## config.mk

```make
export PLATFORM = sky130hd
export DESIGN_NAME = checker_ctlif
export DESIGN_NICKNAME = d
export VERILOG_FILES = /design/src/checker_pkg.sv /design/src/checker_ctlif.sv
export SDC_FILE = /design/constraint.sdc
export NUM_CORES = 1
export LEC_CHECK = 0
export ABC_CLOCK_PERIOD_IN_PS = 1750
export BUFFER_PORTS_ARGS = -buffer_cell sky130_fd_sc_hd__buf_2
export CELL_PAD_IN_SITES_DETAIL_PLACEMENT = 0
export CELL_PAD_IN_SITES_GLOBAL_PLACEMENT = 1
export CORE_UTILIZATION = 30
export DETAILED_ROUTE_END_ITERATION = 10
export PLACE_DENSITY_LB_ADDON = 0.3
export RECOVER_POWER = 25
export SYNTH_ARGS = -nofsm -noshare
export SYNTH_HDL_FRONTEND = slang
export SYNTH_SLANG_ARGS = --single-unit
```

## constraint.sdc

```tcl
create_clock -name sys_clk -period 1.75 [get_ports sys_clk]
set_input_delay 0.175 -clock sys_clk [delete_from_list [all_inputs] [get_ports sys_clk]]
set_output_delay 0.175 -clock sys_clk [all_outputs]
set_load 0.01 [all_outputs]
```

## src/checker_pkg.sv

```systemverilog
package checker_pkg;

  // Data path widths
  localparam int WORD_W = 64;
  localparam int CSR_DW = 32;
  localparam int CSR_AW = 14;

  // Memory geometry
  localparam int MEM_AW = 8;
  localparam int MEM_DEPTH = 1 << MEM_AW;
  // Page index width, 16 pages of 16 words
  localparam int PAGE_AW = 4;
  // Word offset inside a page
  localparam int PAGE_OFS_W = MEM_AW - PAGE_AW;

  typedef logic [WORD_W-1:0] word_t;
  typedef logic [CSR_DW-1:0] csr_data_t;
  typedef logic [CSR_AW-1:0] csr_addr_t;
  typedef logic [MEM_AW-1:0] mem_addr_t;
  typedef logic [PAGE_AW-1:0] page_t;

  // Check modes, encoded as in CTRL bits 2:1
  typedef enum logic [1:0] {
    MODE_SINGLE = 2'd0,
    MODE_AUTO   = 2'd1,
    MODE_READ   = 2'd2,
    MODE_DUMMY  = 2'd3
  } checker_mode_t;

  // Engine FSM
  typedef enum logic [1:0] {
    ST_IDLE  = 2'd0,
    ST_ISSUE = 2'd1,
    ST_DRAIN = 2'd2,
    ST_END   = 2'd3
  } engine_state_t;

  // CSR word offsets, decoded from csr_a bits 2:0
  localparam logic [2:0] CSR_ADDR_LO   = 3'd0;
  localparam logic [2:0] CSR_ADDR_HI   = 3'd1;
  // STAT bit 0 done, bit 1 error
  localparam logic [2:0] CSR_STAT      = 3'd2;
  // CTRL bit 0 irq enable, bits 2:1 mode, bit 3 start
  localparam logic [2:0] CSR_CTRL      = 3'd3;
  localparam logic [2:0] CSR_RESULT_LO = 3'd4;
  localparam logic [2:0] CSR_RESULT_HI = 3'd5;

  // Window select, compared with csr_a bits 13:10
  localparam logic [3:0] CHECKER_CSR_BASE = 4'h0;

endpackage

```

## src/checker_ctlif.sv

```systemverilog
`timescale 1ns/1ps

module checker_ctlif import checker_pkg::*; #(
  parameter logic [3:0] csr_addr = 4'h0
) (
  input  logic          sys_clk,
  input  logic          sys_rst,

  // Host CSR port
  input  csr_addr_t     csr_a,
  input  logic          csr_we,
  input  csr_data_t     csr_di,
  output csr_data_t     csr_do,

  // Engine control, held while start is high
  output checker_mode_t cmode,
  output logic          cstart,
  output word_t         caddr,

  // Engine completion
  input  logic          cend,
  input  logic          cerr,
  input  word_t         cresult,

  output logic          irq
);

  logic  csr_selected;
  logic  busy;
  logic  event_done;
  logic  event_error;
  logic  irq_en;
  word_t result_q;

  // Window hit on the upper address bits
  assign csr_selected = csr_a[13:10] == csr_addr;

  // Start stays high from the start write until cend or abort
  assign busy = cstart;

  // Either event raises the line when enabled
  assign irq = irq_en & (event_done | event_error);

  // Registered read data
  always_ff @(posedge sys_clk) begin
    if (sys_rst) begin
      csr_do <= '0;
    end else begin
      csr_do <= '0;
      if (csr_selected) begin
        case (csr_a[2:0])
          CSR_ADDR_LO: csr_do <= caddr[31:0];
          CSR_ADDR_HI: csr_do <= caddr[63:32];
          CSR_STAT: csr_do <= {30'd0, event_error, event_done};
          CSR_CTRL: csr_do <= {28'd0, cstart, cmode, irq_en};
          CSR_RESULT_LO: csr_do <= result_q[31:0];
          CSR_RESULT_HI: csr_do <= result_q[63:32];
          default: csr_do <= '0;
        endcase
      end
    end
  end

  // Register writes and engine events
  always_ff @(posedge sys_clk) begin
    if (sys_rst) begin
      caddr <= '0;
      cmode <= MODE_SINGLE;
      irq_en <= 1'b0;
      cstart <= 1'b0;
      event_done <= 1'b0;
      event_error <= 1'b0;
      result_q <= '0;
    end else begin
      if (csr_selected && csr_we) begin
        case (csr_a[2:0])
          CSR_ADDR_LO: begin
            if (!busy) begin
              caddr[31:0] <= csr_di;
            end
          end
          CSR_ADDR_HI: begin
            if (!busy) begin
              caddr[63:32] <= csr_di;
            end
          end
          CSR_STAT: begin
            // Write one to clear
            if (!busy) begin
              if (csr_di[0]) begin
                event_done <= 1'b0;
              end
              if (csr_di[1]) begin
                event_error <= 1'b0;
              end
            end
          end
          CSR_CTRL: begin
            if (!busy) begin
              irq_en <= csr_di[0];
              cmode <= checker_mode_t'(csr_di[2:1]);
            end
            // Always writable, 0 aborts a run
            cstart <= csr_di[3];
          end
          default: begin
          end
        endcase
      end
      // End strobe wins over a same-cycle start write
      if (cend) begin
        cstart <= 1'b0;
        event_done <= 1'b1;
        if (cerr) begin
          event_error <= 1'b1;
        end
        result_q <= cresult;
      end
    end
  end

  // End strobe only closes a run that was started
  assert property (@(posedge sys_clk) disable iff (sys_rst)
    cend |-> $past(cstart));

endmodule

```

# After elaboration in Yosys (flattened, before gate mapping)
# Index checks and enable logic that the tools add are counted.
dict set report op_classes {
  bitwise_logic 4
  reduce_logical 13
  mux 12
  n_eq_ne 6
}
# op count
set op_table {}
lappend op_table {{$pmux W32 S6} 1}
lappend op_table {{$mux W1} 11}
lappend op_table {{$reduce_and A3 Y1} 3}
lappend op_table {{$eq A3 B2 Y1 const B} 2}
lappend op_table {{$eq A3 B3 Y1 const B} 2}
lappend op_table {{$reduce_bool A2 Y1} 3}
lappend op_table {{$logic_not A4 Y1} 1}
lappend op_table {{$reduce_and A4 Y1} 1}
lappend op_table {{$reduce_or A2 Y1} 2}
lappend op_table {{$eq A3 B1 Y1 const B} 1}
lappend op_table {{$logic_not A3 Y1} 1}
lappend op_table {{$ne A2 B1 Y1 const B} 1}
lappend op_table {{$not A1 Y1} 2}
lappend op_table {{$reduce_and A2 Y1} 1}
lappend op_table {{$and A1 B1 Y1} 1}
lappend op_table {{$logic_and A1 B1 Y1} 1}
lappend op_table {{$or A1 B1 Y1} 1}
dict set report totals {
  register_bits 166
  output_inout_bits 100
  wordCells 44
  in_bits 115
}

# Longest topological paths before layout
dict set report logic_depth {
  ltp_word 6
  mapped_depth 6
  depth_no_buf 3
}

# Worst setup path after synthesis
# OpenSTA, ideal clock, no wires.
dict set report synth_path {
  kind {in2reg}
  startpoint {in csr_a[0]}
  endpoint {reg csr_do[12]}
  setup_time_ps 114
  t_required_ps 1636
  path_buffers 2
  arrival_time_ps 1540
  path_slack_ps 95
  cell_stages 4
  path_cell_list {buf_2 > buf_1 > mux4_2 > nor2b_4}
}
dict set report synth_via {
  elab_chain_len 2
  elab_cells_between_ends 7
  cone_classes {5 x eq/ne; 1 x mux; 1 x reduce/logical}
}
# item line_no
set synth_lines {}
lappend synth_lines {{start: declaration} checker_ctlif.sv:10} ;# input csr_addr_t csr_a,
lappend synth_lines {{$eq A3 B3 Y1, or another cell as far along} checker_ctlif.sv:51} ;# case (csr_a[2:0])
lappend synth_lines {{$pmux W32 S6 (*)} checker_ctlif.sv:51}
lappend synth_lines {{end signal: assignment} checker_ctlif.sv:52} ;# CSR_ADDR_LO: csr_do <= caddr[31:0];
lappend synth_lines {{end signal: assignment} checker_ctlif.sv:53} ;# CSR_ADDR_HI: csr_do <= caddr[63:32];
lappend synth_lines {{end signal: assignment} checker_ctlif.sv:54} ;# CSR_STAT: csr_do <= {30'd0, event_error, event_done};
lappend synth_lines {{end: declaration} checker_ctlif.sv:13} ;# output csr_data_t csr_do,
# Every way passes the cells marked *; elsewhere a longest branch is shown, timed or not.
# A chain may end at the register's enable or synchronous reset.

# Worst setup path in the final report
dict set report layout_path {
  startpoint {reg cstart}
  endpoint {reg cmode[0]}
}
dict set report layout_via {
  elab_chain_len 2
}
# item line_no
set layout_lines {}
lappend layout_lines {{start: declaration} checker_ctlif.sv:17} ;# output logic cstart,
lappend layout_lines {{start signal: assignment} checker_ctlif.sv:104} ;# cstart <= csr_di[3];
lappend layout_lines {{$not A1 Y1 (no line)} -}
lappend layout_lines {{$reduce_and A3 Y1 (no line)} -}
lappend layout_lines {{end signal: assignment} checker_ctlif.sv:101} ;# cmode <= checker_mode_t'(csr_di[2:1]);
lappend layout_lines {{end: declaration} checker_ctlif.sv:16} ;# output checker_mode_t cmode,
# Every way passes these cells.

==> results.yml <==
clocking:
  clock-root-buffer: "clkbuf_16"
  clk-insertion-delay-late_ps: 430
  cts-resized-gates: 0
  tritoncts: "yes"
  clk_pin_slew_ps: 70
  numClockSinks: 166
  ctsLongestPathBuffers: 2
  cts_inserted_buffers: 17
  cts_htree_levels: 4
setup_path:
  worstReg2RegEnd: "cmode[0]"
  arrival_ps: 1880
  critical_path.endpoint_type: "flip-flop"
  worst_path_required_time_ps: 2060
  path_max_fanout: 4
  worst_setup_path_start_kind: "flip-flop"
  r2r-start: "cstart"
  timing.setup.critical_path_class: "flip-flop to flip-flop"
  worst_reg_to_reg_cells: 3
  ff2ff_setup_slack_ps: 170
sta:
  timing.max_slew.rel_slack_pct: 45.5
  final-max-slew-violation-count: 0
  finClkSkew_ps: 11.4
  fmax_mhz: 633
  timing.final.hold_violations: 0
  timing.setup.tns_ps: 0
  grt_setup_unrepaired: "no"
  min_period_ps: 1580
  finalSetupViolations: 0
  worst_slew_pin_slew_ps: 817
  post-route-period-util_pct: 90.2
synth:
  netlist_instances: 614
  yosys.cell_types.count: 31
  dominant_combinational_cell_family_by_area_after_synthesis: "multiplexers"
  synth.avg_cell_area_sq_um: 11.5
  synthDominantAreaCellType: "dfxtp_1"
  number_of_warnings_printed_during_yosys_synthesis: 0
  synth.cells.most_frequent: "166 x dfxtp_1, 132 x mux2i_1, 100 x nand2b_1"
  synth-edff-count: 0
  synthSimpleGateAreaFrac_pct: 18.9
  synth_largest_type_area_fraction_pct: 46.9
  synth_sequential_area_ratio_pct: 46.9
  synth-xor-area-share_pct: 0
  synth_compound_gate_area_share_pct: 1.09
  ys_ff_latch: 166
  post_synthesis_instance_area_sq_um: 7090
  ys_top_cells_by_area: "dfxtp_1 47%, mux2i_1 19%, mux4_2 9.5%, nand2b_1 8.8%, nor2b_4 3.9%"
  ys_dominant_reg_cell: "dfxtp_1"
  syn-num-nets: 729
  synth_most_common_cell: "dfxtp_1"
  synth-async-reset-ratio_pct: 0
  post_synth_mux_area_share_pct: 29.1
  synthAdderAreaFrac_pct: 0
routing:
  routed-via-count: 5300
  drt_pass1_iterations: 6
  wl_met1_mm: 8.74
  drt_drc_violations_left: 0
  top_layer: "met4"
  initialDrtViolationCount: 168
  wl_mm: 18.9
  routed-wl-met3_um: 719
  wl_per_cell_um: 15.7
  vias_per_cell: 4.40
  antenna_violating_nets_left: 0
  met2WireLength_mm: 9.18
global_routing:
  grt_start_max_net_pins: 168
  first_pass_grt_wire_length_mm: 29.2
  grt_antenna_before_repair: 0
  grt_overflow: 0
  groute.usage.overall_pct: 15.8
  grt_pass1_vias: 5359
place:
  detailedPlacementHpwl_mm: 13.2
  gp_congestion: 0.748
  port_buffers: 207
power_and_ir_drop:
  cellLeakagePower_nw: 4.48
  power_density_nw_per_um2: 865
  ir_drop_mv: 0.635
  power.total_mw: 8.44
floorplanning:
  die_height_um: 156
  pin_count: 215
  fp.dieArea_sq_um: 24200
  rows: 55
  chipWidth_um: 156
  placeableCoreArea_sq_um: 22900
  floorplan.initialDensity_pct: 30.9
cells_and_area:
  antenna-diode-count: 0
  area_growth_syn_to_layout_pct: 37.6
  post_route_cells_drive_above_1_share_pct: 35.7
  final_layout_net_count: 994
run:
  maxCapViolCount: 0
hold_path:
  min_path_cells: 3
  worstHoldStart: "csr_di[3]"
  hold_path.class: "input port to flip-flop"
  min_delay_worst_endpoint: "cstart"
outcome:
  status: "completed"
==> how the worst max path moves through the flow <==
| stage | end | startpoint |
|---|---|---|
| 6_report | cmode[0] | cstart |
| 5_1_grt | cmode[0] | cstart |
| 3_5_place_dp | csr_do[5] | csr_a[11] |
| 4_1_cts | cmode[0] | cstart |
| 3_3_place_gp | csr_do[7] | csr_a[11] |
| 2_1_floorplan | csr_do[12] | csr_a[0] |
==> registers in the layout, summed over array words and instances, names as in the netlist <==
name and flops:
irq_en 1, cstart 1, event_done 1, cmode 2
caddr 64, event_error 1, csr_do 32, result_q 64
==> stage by stage <==
stage                     instance area, sq um  setup WS, ps  util, %  hold WS (ps)  std cells
after global routing                      9750           135     42.5          25.8       1205
after CTS                                 9790           161     42.7          7.78       1205
after detailed placement                  8550          -132     37.3           417       1108
after floorplan                           7090          95.4        -           317        614
after global placement                    8550          -115     37.3           407       1108
final                                     9750           171     42.5          28.9       1205
==> cell families (layout without fill, tap and decap cells) <==
| logic type | Yosys count | after routing |
|---|---|---|
| buffers and inverters | 54 | 332 |
| and+or+nand+nor | 215 | 215 |
| DFF | 166 | 166 |
| AOI/OAI and AO/OA | 11 | 11 |
| muxes | 168 | 168 |
==> power breakdown <==
| part | internal, mW | switching, mW |
|---|---|---|
| combinational | 0.441 | 0.326 |
| sequential | 3.87 | 0.0481 |
| clock | 2.02 | 1.73 |
==> critical path: stages (launching register included) <==
cell and delay [ps]:
dfxtp_1 340, or4bb_1 560, or3_1 420, mux2i_1 150
==> placed cells by master, fill, tap and decap left out, types with 2 or more instances in the layout <==
master	count
clkinvlp_4	2
dfxtp_1	166
buf_12	7
a21oi_1	4
o41ai_1	2
clkbuf_1	3
nor2b_4	20
nand2b_1	100
buf_4	13
dlygate4sd3_1	65
inv_6	6
clkinv_8	2
and2b_1	8
a22oi_1	2
nor4_1	3
clkbuf_16	17
mux4_2	30
mux2i_1	132
mux2_2	6
a221oi_1	2
nand2_1	4
clkbuf_2	3
buf_2	203
inv_1	6
nor2_1	68
nor3_1	3
clkinv_4	2
==> area by class of cell <==
type,instances,area [sq um]
fillers,2260,13200
multi-input cells,394,3490
flip-flops and latches,166,3320
repair buffers,294,1930
clock buffers,17,425
well taps,313,392
clock inverters,15,164
inverters,6,22.5
==> per-layer routing <==
metal | up-vias | track usage (%)
met1 | 2532 | 20.1
met2 | 117 | 26.5
met3 | 19 | 3.39
met5 | - | 0
met4 | 0 | 5.42
li1 | 2632 | -
==> what timing repair did <==
action	4_1_cts	5_1_grt
hold buffers	65	0
setup buffers	0	0
hold endpoints to repair	65	0
No activity file was read; power rests on OpenSTA's default activity.
