[src/checker_pkg.sv]
package checker_pkg;

  // Data path widths
  localparam int WORD_W = 64;
  localparam int CSR_DW = 32;
  localparam int CSR_AW = 14;

  // Memory geometry
  localparam int MEM_AW = 8;
  localparam int MEM_DEPTH = 1 << MEM_AW;
  // Page index width, 16 pages of 16 words
  localparam int PAGE_AW = 4;
  // Word offset inside a page
  localparam int PAGE_OFS_W = MEM_AW - PAGE_AW;

  typedef logic [WORD_W-1:0] word_t;
  typedef logic [CSR_DW-1:0] csr_data_t;
  typedef logic [CSR_AW-1:0] csr_addr_t;
  typedef logic [MEM_AW-1:0] mem_addr_t;
  typedef logic [PAGE_AW-1:0] page_t;

  // Check modes, encoded as in CTRL bits 2:1
  typedef enum logic [1:0] {
    MODE_SINGLE = 2'd0,
    MODE_AUTO   = 2'd1,
    MODE_READ   = 2'd2,
    MODE_DUMMY  = 2'd3
  } checker_mode_t;

  // Engine FSM
  typedef enum logic [1:0] {
    ST_IDLE  = 2'd0,
    ST_ISSUE = 2'd1,
    ST_DRAIN = 2'd2,
    ST_END   = 2'd3
  } engine_state_t;

  // CSR word offsets, decoded from csr_a bits 2:0
  localparam logic [2:0] CSR_ADDR_LO   = 3'd0;
  localparam logic [2:0] CSR_ADDR_HI   = 3'd1;
  // STAT bit 0 done, bit 1 error
  localparam logic [2:0] CSR_STAT      = 3'd2;
  // CTRL bit 0 irq enable, bits 2:1 mode, bit 3 start
  localparam logic [2:0] CSR_CTRL      = 3'd3;
  localparam logic [2:0] CSR_RESULT_LO = 3'd4;
  localparam logic [2:0] CSR_RESULT_HI = 3'd5;

  // Window select, compared with csr_a bits 13:10
  localparam logic [3:0] CHECKER_CSR_BASE = 4'h0;

endpackage

[src/checker_mem_if.sv]
`timescale 1ns/1ps

interface checker_mem_if import checker_pkg::*; ();

  // Request side, one strobe per word
  logic      rd;
  mem_addr_t rd_addr;

  // Response side, one cycle after rd
  logic      rvalid;
  word_t     rdata;
  // Address of the returning word
  mem_addr_t raddr;

  // Engine end
  modport requester (
    output rd, rd_addr,
    input  rvalid, rdata, raddr
  );

  // Memory end
  modport responder (
    input  rd, rd_addr,
    output rvalid, rdata, raddr
  );

endinterface

[src/checker_engine.sv]
`timescale 1ns/1ps

module checker_engine import checker_pkg::*; (
  input  logic          sys_clk,
  input  logic          sys_rst,

  // Control block side
  input  checker_mode_t cmode,
  input  logic          cstart,
  input  word_t         caddr,
  output logic          cend,
  output logic          cerr,
  output word_t         cresult,

  // Memory read port
  checker_mem_if.requester mem
);

  engine_state_t state;
  page_t         page;
  mem_addr_t     issue_addr;
  mem_addr_t     first_addr;
  mem_addr_t     last_addr;
  logic          check_en;
  logic          word_bad;
  logic          resp_live;
  logic          bad_hit;
  logic          err_q;
  word_t         result_q;

  // Page holding the requested address
  assign page = caddr[MEM_AW-1:PAGE_OFS_W];

  // Scan range per mode
  always_comb begin
    case (cmode)
      MODE_SINGLE: begin
        first_addr = {page, {PAGE_OFS_W{1'b0}}};
        last_addr = {page, {PAGE_OFS_W{1'b1}}};
      end
      MODE_AUTO: begin
        first_addr = '0;
        last_addr = '1;
      end
      default: begin
        // Read fetches one word, dummy never issues
        first_addr = caddr[MEM_AW-1:0];
        last_addr = caddr[MEM_AW-1:0];
      end
    endcase
  end

  // Only the scanning modes apply the word rule
  assign check_en = (cmode == MODE_SINGLE) || (cmode == MODE_AUTO);

  // Good word has upper half equal to inverted lower half
  assign word_bad = mem.rdata[63:32] != ~mem.rdata[31:0];

  // Responses count only during an active run
  assign resp_live = mem.rvalid && ((state == ST_ISSUE) || (state == ST_DRAIN));

  // First failing word of this run
  assign bad_hit = resp_live && check_en && word_bad && !err_q;

  // One read per cycle while issuing
  assign mem.rd = state == ST_ISSUE;
  assign mem.rd_addr = issue_addr;

  assign cend = state == ST_END;
  assign cerr = err_q;
  assign cresult = result_q;

  // FSM and error flag
  always_ff @(posedge sys_clk) begin
    if (sys_rst) begin
      state <= ST_IDLE;
      err_q <= 1'b0;
    end else begin
      case (state)
        ST_IDLE: begin
          if (cstart) begin
            err_q <= 1'b0;
            state <= (cmode == MODE_DUMMY) ? ST_END : ST_ISSUE;
          end
        end
        ST_ISSUE: begin
          if (!cstart) begin
            // Abort, no end strobe
            state <= ST_IDLE;
          end else if (bad_hit || (issue_addr == last_addr)) begin
            state <= ST_DRAIN;
          end
        end
        ST_DRAIN: begin
          // Fixed one-cycle latency, last read returns here
          if (!cstart) begin
            state <= ST_IDLE;
          end else begin
            state <= ST_END;
          end
        end
        default: begin
          state <= ST_IDLE;
        end
      endcase
      if (bad_hit) begin
        err_q <= 1'b1;
      end
    end
  end

  // Read pointer and result value
  always_ff @(posedge sys_clk) begin
    if ((state == ST_IDLE) && cstart) begin
      issue_addr <= first_addr;
      result_q <= '0;
    end else begin
      if (state == ST_ISSUE) begin
        issue_addr <= issue_addr + 1'b1;
      end
      if (bad_hit) begin
        // Report the failing word address
        result_q <= word_t'(mem.raddr);
      end else if (resp_live && (cmode == MODE_READ)) begin
        result_q <= mem.rdata;
      end
    end
  end

  // Reads stay inside the scan range of the mode
  assert property (@(posedge sys_clk) disable iff (sys_rst)
    mem.rd |-> (mem.rd_addr >= first_addr) && (mem.rd_addr <= last_addr));

endmodule

[src/flat_wrapper.sv]
// flat-port wrapper written by rule: the top's interface ports become plain ports
module checker_engine_flat import checker_pkg::*;
  (sys_clk, sys_rst, cmode, cstart, caddr, cend, cerr, cresult, mem_rd, mem_rd_addr, mem_rvalid, mem_rdata, mem_raddr);
  checker_mem_if mem_i ();
  input  logic sys_clk;
  input  logic sys_rst;
  input  checker_mode_t cmode;
  input  logic cstart;
  input  word_t caddr;
  output logic cend;
  output logic cerr;
  output word_t cresult;
  output wire logic [$bits(mem_i.rd)-1:0] mem_rd;
  output wire logic [$bits(mem_i.rd_addr)-1:0] mem_rd_addr;
  input wire logic [$bits(mem_i.rvalid)-1:0] mem_rvalid;
  input wire logic [$bits(mem_i.rdata)-1:0] mem_rdata;
  input wire logic [$bits(mem_i.raddr)-1:0] mem_raddr;
  assign mem_rd = mem_i.rd;
  assign mem_rd_addr = mem_i.rd_addr;
  assign mem_i.rvalid = mem_rvalid;
  assign mem_i.rdata = mem_rdata;
  assign mem_i.raddr = mem_raddr;
  checker_engine u_core (.sys_clk(sys_clk), .sys_rst(sys_rst), .cmode(cmode), .cstart(cstart), .caddr(caddr), .cend(cend), .cerr(cerr), .cresult(cresult), .mem(mem_i));
endmodule
[config.mk]
export PLATFORM = sky130hd
export DESIGN_NAME = checker_engine_flat
export DESIGN_NICKNAME = d
export VERILOG_FILES = /design/src/checker_pkg.sv /design/src/checker_mem_if.sv /design/src/checker_engine.sv /design/src/flat_wrapper.sv
export SDC_FILE = /design/constraint.sdc
export NUM_CORES = 1
export LEC_CHECK = 0
export ABC_AREA = 1
export BUFFER_PORTS_ARGS = -buffer_cell sky130_fd_sc_hd__buf_2
export CORE_ASPECT_RATIO = 0.9
export CORE_UTILIZATION = 45
export CTS_BUF_LIST = sky130_fd_sc_hd__clkbuf_8 sky130_fd_sc_hd__clkbuf_16
export DETAILED_ROUTE_END_ITERATION = 12
export HOLD_SLACK_MARGIN = 0.08
export PLACE_DENSITY_LB_ADDON = 0.12
export SLEW_MARGIN = 20
export SYNTH_ARGS = -nofsm -noshare
export SYNTH_HDL_FRONTEND = slang
export SYNTH_SLANG_ARGS = --single-unit
export TNS_END_PERCENT = 5
[constraint.sdc]
create_clock -name sys_clk -period 2.2 [get_ports sys_clk]
set_input_delay 0.11 -clock sys_clk [delete_from_list [all_inputs] [get_ports sys_clk]]
set_output_delay 0.11 -clock sys_clk [all_outputs]
set_load 0.01 [all_outputs]
# --- Word level (Yosys, flattened, before mapping) ---
# Index checks and enable logic that the tools add are counted.
# W data, S select, Z words.
op_classes:
  add_sub_neg: 1
  n_eq_ne: 10
  n_mux: 15
  bitwise_logic: 1
  reduce_logical: 19
op_table:
  columns: ["cell", "count"]
  rows:
  - ["$mux W8", 4]
  - ["$ne A32 B32 Y1", 1]
  - ["$not A32 Y32", 1]
  - ["$pmux W8 S2", 2]
  - ["$mux W2", 5]
  - ["$add A8 B1 Y8 const B", 1]
  - ["$eq A2 B2 Y1 const B", 4]
  - ["$eq A8 B8 Y1", 1]
  - ["$reduce_bool A2 Y1", 4]
  - ["$logic_and A1 B1 Y1", 6]
  - ["$pmux W2 S3", 1]
  - ["$eq A2 B1 Y1 const B", 2]
  - ["$logic_not A2 Y1", 2]
  - ["$reduce_and A2 Y1", 2]
  - ["$logic_or A1 B1 Y1", 3]
  - ["$mux W1", 3]
  - ["$ne A3 B2 Y1 const B", 1]
  - ["$ne A2 B2 Y1 const B", 1]
  - ["$reduce_or A2 Y1", 1]
  - ["$logic_not A1 Y1", 1]
word_totals:
  regBits: 75
  inputBits: 142
  out_inout_bits: 75
  wordCells: 51

# --- Depth between registers and ports, before layout ---
# Gate-level depths: netlist of run 1.
logic_depth:
  ltp_word: 10
  depth_mapped: 14
  depth_no_buf: 14

# --- Worst setup path before layout of run 1 ---
# Ideal clock, no wire load.
synth_timing:
  kind: "reg-to-reg"
  from: "reg u_core.state[0]"
  to: "reg u_core.result_q[10] (netlist: u_core.cresult[10])"
  setup_time_ns: 0.066
  arrival_time_ns: 1.656
  required_ns: 2.134
  slack_ns: 0.478
  stages_incl_launch_ff: 9
  path_buffers: 2
  period_less_slack_ns: 1.722
  path_cell_list: "dfxtp_1 > inv_1 > ha_1 > nand2_1 > nor3_2 > buf_4 > clkbuf_1 > nand2_1 > a21oi_2"
synth_between:
  elab_chain_cells: 7
  word_cells_on_any_way: 11
  cone_classes: "eq/ne: 2; reduce/logical: 9"
synth_lines:
  columns: ["element", "line", "source"]
  rows:
  - ["start: declaration", "checker_engine.sv:19", "engine_state_t state;"]
  - ["start signal: assignment", "checker_engine.sv:83", "state <= (cmode == MODE_DUMMY) ? ST_END : ST_ISSUE;"]
  - ["$eq A2 B1 Y1 / $eq A2 B2 Y1 (equally long branches)", "checker_engine.sv:60", "assign resp_live = mem.rvalid && ((state == ST_ISSUE) || (state == ST_DRAIN));"]
  - ["$logic_or A1 B1 Y1", "checker_engine.sv:60", null]
  - ["$logic_and A1 B1 Y1", "checker_engine.sv:60", null]
  - ["$logic_and A1 B1 Y1 (3 in a row)", "checker_engine.sv:63", "assign bad_hit = resp_live && check_en && word_bad && !err_q;"]
  - ["$reduce_or A2 Y1 (no source line)", null, null]
  - ["end signal: assignment", "checker_engine.sv:123", "result_q <= word_t'(mem.raddr);"]
  - ["end signal: assignment", "checker_engine.sv:125", "result_q <= mem.rdata;"]
  - ["end: declaration", "checker_engine.sv:29", "word_t result_q;"]
# Several ways; a longest one is shown, not always the timed one.
# A chain may end at the register's enable or synchronous reset.

# --- Final worst setup path of run 1 ---
layout_timing:
  from: "in mem_rdata[51]"
  to: "reg u_core.result_q[17] (netlist: u_core.cresult[17])"
layout_between:
  elab_chain_cells: 4
layout_lines:
  columns: ["element", "line", "source"]
  rows:
  - ["start: declaration", "flat_wrapper.sv:16", "input wire logic [$bits(mem_i.rdata)-1:0] mem_rdata;"]
  - ["$ne A32 B32 Y1", "checker_engine.sv:57", "assign word_bad = mem.rdata[63:32] != ~mem.rdata[31:0];"]
  - ["$logic_and A1 B1 Y1 (2 in a row)", "checker_engine.sv:63", null]
  - ["$reduce_or A2 Y1 (no source line)", null, null]
# Every way passes these cells.

==> key figures, run 1 <==
Power
  – Switching power: 0.00216 W
  – IR Drop Worst-Case VDD: 0.000489 V
  – Sequential fraction of design power: 37.0%
  – Switching share of power: 39.6%
  – Logic pwr share: 42.2%
  – Internal Power: 0.00330 W
  – Power density over the cells: 951 mW/mm²
  – Standby leakage power: 2.88 nW
  – Clock network power share: 20.8%

GRT
  – Pin count of the biggest net entering global routing: 59
  – First-pass GRT wire length: 18,400 µm
  – GRT overflow: 0
  – Met1 track demand over resource: 31.5%
  – Most heavily used metal layer in global routing: met2
  – Total routing resource utilization after global routing: 25.5%
  – Initial antenna violation count: 0
  – Grt met3 use: 6.04%
  – Via count of the first global-routing pass: 4,018
  – Met2 Usage GRT: 44.4%

Die
  – Std cell rows: 32
  – Starting density of the core: 46.3%
  – Die height: 90.9 µm
  – I/O pin cnt: 217
  – Horizontal die dimension: 101 µm
  – Full die area: 0.00916 mm²
  – Placeable core region: 0.00853 mm²

Routing
  – ANT nets after route: 0
  – Number of DRC markers in iteration 0: 157
  – Wirelength per Cell: 12.4 µm
  – Iteration count of the initial detailed-routing pass: 4
  – Total number of vias: 4,335
  – Avg Vias per Cell: 4.67
  – Detailed Route WL: 11,500 µm
  – Residual DRC: 0

CTS
  – Cell chosen for the clock root: sky130_fd_sc_hd__clkbuf_8
  – Max clock buf depth: 2
  – Number of levels the H-tree was split into: 3
  – Register clock-pin slew on the reported worst setup and hold paths: 80 ps
  – Number of buffers created by CTS: 9
  – Clock latency of the later-clocked register in the worst-skew pair: 350 ps
  – CTS tree: yes
  – TritonCTS Sinks: 75
  – Number of buffers inserted to repair setup after CTS: 0

Synthesis
  – Cells taking the most area after synthesis: sky130_fd_sc_hd__dfxtp_1 (34%), sky130_fd_sc_hd__nand2_1 (22%), sky130_fd_sc_hd__a21oi_2 (8.9%)
  – Register bit count reported by yosys: 75
  – Post-synthesis cell type with the largest combined area: sky130_fd_sc_hd__dfxtp_1
  – Mapped Avg Cell Area: 6.78 µm²
  – Total of warnings raised by yosys: 0
  – Post-Synthesis Cell Area: 0.00395 mm²
  – Distinct cell type count of the synthesized netlist: 30
  – Mapped Nets: 730
  – Number of standard cells after synthesis: 583
  – Synth top area share: 34.0%
  – Sequential-to-total area share from yosys stat: 40.0%

Final layout
  – Count of filler cells inserted in the layout: 743
  – Final non-filler cell area: 0.00573 mm²
  – Storage cell area: 0.00158 mm²
  – Number of antenna cells inserted: 0
  – Non-filler cells, final: 928
  – Share of cells above drive strength 1: 28.9%
  – Multi-input logic area: 0.00203 mm²
  – Net count reported at finish: 951
  – Post-synthesis to final-layout area growth: 45.1%

Status
  – Result of the run: complete, no violations

Timing
  – Max frequency: 497 MHz
  – Ratio of final minimum period to clock period: 91.5%
  – Clock skew: 10.3 ps
  – Final critical-path required period: 2010 ps
  – Slew Limit Fails: 0
  – Normalized max-slew margin: 59.6%
  – Total of endpoints with negative setup slack in the final report: 0
  – RSZ-0062 raised after global routing: false
  – Final Hold Vio Count: 0
  – Post-Route Setup TNS: 0 ps
  – Pin slew with the least headroom to its limit: 606 ps

Worst setup path
  – Depth of the worst register-to-register path: 8
  – Top fanout value on the critical path: 23
  – Worst Path Class, Setup: primary input to register
  – Startpoint class of the critical path: primary input
  – WP data required: 2420 ps
  – Setup crit end kind: register
  – Arrival time reported for the critical path endpoint: 2230 ps

Job
  – Number of maximum-capacitance violations: 0

Placement
  – I/O Buffers: 160
  – Global placer's final weighted congestion: 0.840
  – DP Cell Count: 846
  – Detailed placement HPWL: 7700 µm
  – Instance area after placement: 0.00485 mm²

Worst hold path
  – Worst hold-check path type: primary input to register
  – Hold Path Depth: 3
[Yosys cell counts (all sizes together)]
master and instances:
nand2 239, dfxtp 67, nor2 66, a21oi 64, inv 59, clkbuf 14, nand3 13, o21ai 11
buf 9, edfxtp 8, nor3 8, xor2 6, ha 5, or2 3, o211a 2, o21bai 2
o22ai 2, a31oi 1, nand3b 1, nand4 1, o31ai 1, o32ai 1
[metal layers]
metal	wire [µm]	share of wire, %	vias to the layer above
met5	0	0	-
met4	75	0.65	0
met3	720	6.3	5
met2	5480	48	140
met1	5210	45	1945
li1	-	-	2245
[through the flow]
step	hold slack (ps)	power, W	util, %	worst slack (ps)
6_report	126	0.00545	67.2	188
5_1_grt	120	0.00583	67.2	77.2
3_5_place_dp	300	0.00424	56.9	272
3_3_place_gp	296	0.00417	56.9	311
4_1_cts	121	0.00547	67.2	177
2_1_floorplan	179	0.00351	-	478
[logic make-up (layout without fill, tap and decap cells)]
family,Yosys count,after routing,synth area share (%)
xor+xnor,6,6,1.33
fa+ha+maj,5,5,1.58
simple gates,331,331,33.0
compound gates,84,84,15.1
buf+inv,82,308,9.00
flops,75,75,40.0
[path summary, 6_finish.rpt]
kind	slack, ps	end	from
setup reg to reg	240	u_core.cresult[27]$_SDFFE_PP0P_	u_core.state[0]$_SDFFE_PP0P_
hold reg to reg	460	u_core.cresult[28]$_SDFFE_PP0P_	u_core.cresult[28]$_SDFFE_PP0P_
setup / recovery	190	u_core.cresult[17]$_SDFFE_PP0P_	mem_rdata[51]
hold / removal	130	u_core.mem.rd_addr[2]$_DFFE_PP_	caddr[2]
[flip-flops by register name (all words and copies together) (netlist names)]
name,cells
u_core.state,2
u_core.cerr,1
u_core.cresult,64
u_core.mem.rd_addr,8
[critical path, stage by stage]
cell,delay [ps]
sky130_fd_sc_hd__dlygate4sd3_1,540
sky130_fd_sc_hd__buf_2,140
sky130_fd_sc_hd__or2_2,270
sky130_fd_sc_hd__nand3_1,80
sky130_fd_sc_hd__nor2_1,50
sky130_fd_sc_hd__nand2_1,100
sky130_fd_sc_hd__nor2_1,60
sky130_fd_sc_hd__nand2_2,180
sky130_fd_sc_hd__nand2_4,160
sky130_fd_sc_hd__nand2_4,100
sky130_fd_sc_hd__buf_4,350
sky130_fd_sc_hd__a21oi_1,70
[cell type report]
cell class                      instances  area share, %
Sequential cell                        75           27.6
Clock inverter                          6           1.11
Clock buffer                           10           2.60
Tap cell                              119           2.60
Multi-Input combinational cell        426           35.4
Timing Repair Buffer                  233           26.8
Inverter                               59           3.86
[what timing repair did]
item	in CTS	in global routing
resized for setup	0	1
endpoints found under the setup margin	0	1
hold endpoints to repair	68	0
hold buffers	66	0
[power by group through the flow]
| stage | logic (W) | clock network (W) | registers [W] |
|---|---|---|---|
| 2_1_floorplan | 0.00134 | 0 | 0.00217 |
| 3_3_place_gp | 0.00214 | 0 | 0.00202 |
| 3_5_place_dp | 0.00220 | 0 | 0.00204 |
| 4_1_cts | 0.00229 | 0.00116 | 0.00201 |
| 5_1_grt | 0.00256 | 0.00121 | 0.00206 |
| 6_report | 0.00230 | 0.00113 | 0.00202 |
[cell usage in the layout, fill, tap and decap left out, types with 5 or more instances in the layout]
cell,count
sky130_fd_sc_hd__nand3_1,13
sky130_fd_sc_hd__clkbuf_8,9
sky130_fd_sc_hd__nand2_1,236
sky130_fd_sc_hd__nor2_1,65
sky130_fd_sc_hd__dfxtp_1,67
sky130_fd_sc_hd__buf_4,5
sky130_fd_sc_hd__a21oi_2,40
sky130_fd_sc_hd__edfxtp_1,8
sky130_fd_sc_hd__nor3_1,6
sky130_fd_sc_hd__inv_1,57
sky130_fd_sc_hd__ha_1,5
sky130_fd_sc_hd__dlygate4sd3_1,66
sky130_fd_sc_hd__buf_2,160
sky130_fd_sc_hd__o21ai_0,10
sky130_fd_sc_hd__a21oi_1,24
sky130_fd_sc_hd__xor2_1,6
Power figures use the tool's default switching activity.
==> inputs of run 2 (changes only) <==
PLACE_DENSITY_LB_ADDON = 0.3   (was 0.12)
==> key figures, run 2 (synthesized netlist as in run 1, its figures left out) <==
Timing
  – Clock skew: 10.7 ps
  – Final setup slack of the worst path: 174 ps
  – Normalized max-slew margin: 74.8%
  – Max frequency: 494 MHz
  – Pin slew with the least headroom to its limit: 378 ps
  – Final Hold Vio Count: 0
  – RSZ-0062 raised after global routing: false
  – Total of endpoints with negative setup slack in the final report: 0
  – Post-Route Setup TNS: 0 ps
  – Slew Limit Fails: 0
  – Final critical-path required period: 2030 ps
  – Ratio of final minimum period to clock period: 92.1%

Die
  – Die height: 90.9 µm
  – Placeable core region: 0.00853 mm²
  – Starting density of the core: 46.3%
  – Full die area: 0.00916 mm²
  – Horizontal die dimension: 101 µm
  – Std cell rows: 32
  – I/O pin cnt: 217

Worst hold path
  – Worst hold-check path type: primary input to register

Routing
  – Avg Vias per Cell: 4.76
  – Residual DRC: 0
  – Total number of vias: 4,408
  – Number of DRC markers in iteration 0: 198
  – Iteration count of the initial detailed-routing pass: 5
  – ANT nets after route: 0
  – Wirelength per Cell: 12.8 µm
  – Detailed Route WL: 11,800 µm

CTS
  – Number of buffers created by CTS: 9
  – Number of levels the H-tree was split into: 3
  – CTS tree: yes
  – Max clock buf depth: 2
  – Number of buffers inserted to repair setup after CTS: 0
  – Register clock-pin slew on the reported worst setup and hold paths: 80 ps
  – TritonCTS Sinks: 75
  – Clock latency of the later-clocked register in the worst-skew pair: 340 ps
  – Cell chosen for the clock root: sky130_fd_sc_hd__clkbuf_8

Power
  – Switching power: 0.00213 W
  – Clock network power share: 20.7%
  – Sum of internal, switching and leakage power: 0.00545 W
  – Power density over the cells: 955 mW/mm²
  – Standby leakage power: 2.87 nW
  – IR Drop Worst-Case VDD: 0.000721 V
  – Logic pwr share: 42.0%
  – Sequential fraction of design power: 37.2%
  – Switching share of power: 39.2%
  – Internal Power: 0.00331 W

Placement
  – I/O Buffers: 160
  – Detailed placement HPWL: 7870 µm
  – Pre-CTS setup slack: 238 ps
  – Global placer's final weighted congestion: 0.838

Worst setup path
  – Delay of the slowest cell on the worst path: 540 ps
  – Combined buffer and inverter count along the critical path: 4
  – Top fanout value on the critical path: 56
  – WP data required: 2460 ps
  – Critical path's slowest cell: sky130_fd_sc_hd__dlygate4sd3_1
  – Setup crit end kind: register
  – Dominant delay contributor by cell family on the critical path: simple AND/OR/NAND/NOR gates
  – Startpoint class of the critical path: primary input
  – Arrival time reported for the critical path endpoint: 2290 ps
  – Worst Path Class, Setup: primary input to register
  – List of cells traversed by the critical path: dlygate4sd3_1, buf_2, nand2_1, inv_1, nor2_1, nand2_1, nor2_1, nand2_1, nor2_1, nand2_2, nand2_4, nand2_2, buf_12, a21oi_1

Final layout
  – Post-synthesis to final-layout area growth: 44.4%
  – Commonest non-fill, non-tap cell in the layout: sky130_fd_sc_hd__nand2_1
  – Net count reported at finish: 951
  – Commonest cells after routing, fill and taps aside: sky130_fd_sc_hd__nand2_1 (236), sky130_fd_sc_hd__buf_2 (160), sky130_fd_sc_hd__dfxtp_1 (67)
  – Number of antenna cells inserted: 0
  – Max reg flops: 64
  – Share of cells above drive strength 1: 29.0%

GRT
  – First-pass GRT wire length: 19,000 µm
  – GRT overflow: 0
  – Pin count of the biggest net entering global routing: 57
  – Initial antenna violation count: 0
  – Via count of the first global-routing pass: 4,156
  – Total routing resource utilization after global routing: 26.4%

Status
  – Result of the run: complete, no violations

Job
  – Number of maximum-capacitance violations: 0
run 2: changes by cell type in the layout (fill, tap and decap cells not counted), sizes merged:
cell,change
clkinv,-2
buf,+1
bufinv,+1
clkbuf,-1
dlygate4sd3,-1
run 2: path summary, 6_finish.rpt:
| check | startpoint | end | slack (ps) | depth (start not counted) |
|---|---|---|---|---|
| worst max-delay path | mem_rdata[56] | u_core.cresult[18]$_SDFFE_PP0P_ | 170 | 14 |
| worst min-delay path | caddr[7] | u_core.mem.rd_addr[7]$_DFFE_PP_ | 120 | 3 |
| worst max register to register | u_core.state[0]$_SDFFE_PP0P_ | u_core.cresult[51]$_SDFFE_PP0P_ | 190 | 8 |
| worst min register to register | u_core.cresult[19]$_SDFFE_PP0P_ | u_core.cresult[19]$_SDFFE_PP0P_ | 460 | 2 |
run 2: power by group through the flow:
stage                     Sequential (W)  Combinational (W)  Clock (W)
after detailed placement         0.00204            0.00218          0
after CTS                        0.00202            0.00227    0.00116
after global placement           0.00202            0.00212          0
after floorplan                  0.00217            0.00134          0
after global routing             0.00207            0.00254    0.00120
final                            0.00203            0.00229    0.00113
run 2: final cells by class:
class                           count  area [µm²]
Sequential cell                    75        1580
Fill cell                         725        2830
Clock inverter                      5        78.8
Timing Repair Buffer              233        1520
Multi-Input combinational cell    426        2020
Clock buffer                        9         124
Tap cell                          119         149
Inverter                           59         221
run 2: through the flow:
step / hold slack, ps / cell area, µm² / instances / util [%]
final: 115 / 5700 / 926 / 66.9
after global routing: 101 / 5700 / 926 / 66.9
after CTS: 94.2 / 5700 / 926 / 66.8
after detailed placement: 303 / 4840 / 847 / 56.8
after global placement: 303 / 4840 / 847 / 56.8
after floorplan: 179 / 3950 / 583 / -
run 2: per-layer routing:
layer,global-route usage [%],routed length [µm],up-vias
li1,-,-,2245
met1,31.7,5190,1989
met2,45.1,5700,150
met3,6.04,659,24
met4,10.6,272,0
met5,0,0,-
run 2: tightest hold or removal path: cells and delay by family:
kind,cells,cell delay [ps]
buffers and inverters,1,100
and+or+nand+nor,1,70
AOI/OAI and AO/OA,1,60
run 2: timing repair:
action / CTS / global route
hold endpoints to repair: 67 / 0
gates resized for setup: 0 / 1
endpoints found under the setup margin: 0 / 2
hold buffers: 65 / 0
==> inputs of run 3 (changes only) <==
BUFFER_PORTS_ARGS = -buffer_cell sky130_fd_sc_hd__buf_4   (was -buffer_cell sky130_fd_sc_hd__buf_2)
==> key figures, run 3 (synthesized netlist as in run 1, its figures left out) <==
Status
  – Result of the run: complete, no violations

Power
  – Sum of internal, switching and leakage power: 0.00570 W
  – Standby leakage power: 2.96 nW
  – Power density over the cells: 934 mW/mm²
  – IR Drop Worst-Case VDD: 0.000542 V

Placement
  – Detailed placement HPWL: 8190 µm
  – Global placer's final weighted congestion: 0.840
  – I/O Buffers: 160
  – Instance area after placement: 0.00525 mm²
  – Pre-CTS setup slack: 262 ps

Final layout
  – Max reg flops: 64
  – Final non-filler cell area: 0.00610 mm²
  – Multi-input logic area: 0.00202 mm²
  – Share of cells above drive strength 1: 29.0%
  – Post-synthesis to final-layout area growth: 54.4%
  – Number of antenna cells inserted: 0
  – Final core utilization: 71.5%
  – Commonest cells after routing, fill and taps aside: sky130_fd_sc_hd__nand2_1 (236), sky130_fd_sc_hd__buf_4 (167), sky130_fd_sc_hd__dfxtp_1 (67)
  – Net count reported at finish: 950
  – Commonest non-fill, non-tap cell in the layout: sky130_fd_sc_hd__nand2_1
  – Storage cell area: 0.00158 mm²
  – Count of filler cells inserted in the layout: 662

Timing
  – Ratio of final minimum period to clock period: 91.1%
  – Slew Limit Fails: 0
  – Max frequency: 499 MHz
  – Final critical-path required period: 2000 ps
  – Clock skew: 7.17 ps
  – Final setup slack of the worst path: 197 ps
  – Pin slew with the least headroom to its limit: 375 ps
  – Normalized max-slew margin: 75.0%
  – Total of endpoints with negative setup slack in the final report: 0
  – RSZ-0062 raised after global routing: false
  – Final Hold Vio Count: 0
  – Post-Route Setup TNS: 0 ps

GRT
  – GRT overflow: 0
  – Pin count of the biggest net entering global routing: 57
  – Total routing resource utilization after global routing: 26.8%
  – Initial antenna violation count: 0
  – First-pass GRT wire length: 19,300 µm
  – Via count of the first global-routing pass: 4,237

Worst setup path
  – Setup crit end kind: register
  – WP data required: 2480 ps
  – Startpoint class of the critical path: primary input
  – Worst Path Class, Setup: primary input to register
  – Arrival time reported for the critical path endpoint: 2280 ps
  – Top fanout value on the critical path: 56

Routing
  – Iteration count of the initial detailed-routing pass: 5
  – ANT nets after route: 0
  – Detailed Route WL: 12,200 µm
  – Wirelength per Cell: 13.2 µm
  – Avg Vias per Cell: 4.78
  – Residual DRC: 0
  – Number of DRC markers in iteration 0: 159
  – Total number of vias: 4,432

Die
  – Full die area: 0.00916 mm²
  – Horizontal die dimension: 101 µm
  – Placeable core region: 0.00853 mm²
  – I/O pin cnt: 217
  – Std cell rows: 32
  – Die height: 90.9 µm
  – Starting density of the core: 46.3%

CTS
  – Number of buffers inserted to repair setup after CTS: 0
  – CTS tree: yes
  – Number of buffers created by CTS: 9
  – Max clock buf depth: 2
  – Clock latency of the later-clocked register in the worst-skew pair: 350 ps
  – Cell chosen for the clock root: sky130_fd_sc_hd__clkbuf_8
  – Number of levels the H-tree was split into: 3
  – TritonCTS Sinks: 75
  – Register clock-pin slew on the reported worst setup and hold paths: 80 ps

Worst hold path
  – Worst hold-check path type: primary input to register

Job
  – Number of maximum-capacitance violations: 0
run 3: changes by cell type in the layout (fill, tap and decap cells not counted), sizes merged:
cell / before / now
inv: 60 / 62
clkinvlp: 1 / 0
clkinv: 1 / 2
dlygate4sd3: 65 / 64
run 3: repair_timing:
| item | in CTS | in global routing |
|---|---|---|
| endpoints found under the hold margin | 66 | 0 |
| endpoints found under the setup margin | 0 | 3 |
| hold buffers | 64 | 0 |
| gates resized for setup | 0 | 1 |
run 3: path summary, 6_finish.rpt:
| check | startpoint | endpoint | slack, ps | depth (start not counted) |
|---|---|---|---|---|
| setup reg to reg | u_core.state[0]$_SDFFE_PP0P_ | u_core.cresult[44]$_SDFFE_PP0P_ | 230 | 8 |
| setup / recovery | mem_rdata[57] | u_core.cresult[23]$_SDFFE_PP0P_ | 200 | 14 |
| hold reg to reg | u_core.cresult[16]$_SDFFE_PP0P_ | u_core.cresult[16]$_SDFFE_PP0P_ | 470 | 2 |
| hold / removal | mem_raddr[7] | u_core.cresult[7]$_SDFFE_PP0P_ | 100 | 3 |
run 3: report_power, final:
group | switching [W] | internal [W]
sequential | 0.000257 | 0.00179
combinational | 0.00140 | 0.00111
clock | 0.000512 | 0.000628
run 3: worst max-delay path, stage by stage:
cell and delay [ps]:
sky130_fd_sc_hd__dlygate4sd3_1 540, sky130_fd_sc_hd__buf_4 140, sky130_fd_sc_hd__nand2_1 60, sky130_fd_sc_hd__inv_1 40
sky130_fd_sc_hd__nor2_1 70, sky130_fd_sc_hd__nand2_1 80, sky130_fd_sc_hd__nor2_1 170, sky130_fd_sc_hd__nand2_1 80
sky130_fd_sc_hd__nor2_1 110, sky130_fd_sc_hd__nand2_2 150, sky130_fd_sc_hd__nand2_4 180, sky130_fd_sc_hd__nand2_2 80
sky130_fd_sc_hd__buf_12 210, sky130_fd_sc_hd__a21oi_1 180
run 3: per-stage QoR:
step / hold slack [ps] / instances
after floorplan: 179 / 583
after global placement: 288 / 847
after detailed placement: 292 / 847
after CTS: 86.5 / 927
after global routing: 108 / 927
final: 105 / 927
run 3: per-layer routing:
layer	routed length (µm)	GRT usage, %	share of wire (%)
met3	770	5.42	6.3
met1	5210	31.2	43
met4	280	11.2	2.3
met5	0	0	0
met2	5950	47.4	49
run 3: final cells by class:
| class | count | area share [%] |
|---|---|---|
| multi-input combinational | 426 | 33.2 |
| tap | 119 | 2.44 |
| timing repair buffer | 232 | 31.4 |
| clock inverter | 7 | 1.37 |
| clock buffer | 9 | 2.03 |
| sequential | 75 | 25.9 |
| inverter | 59 | 3.63 |
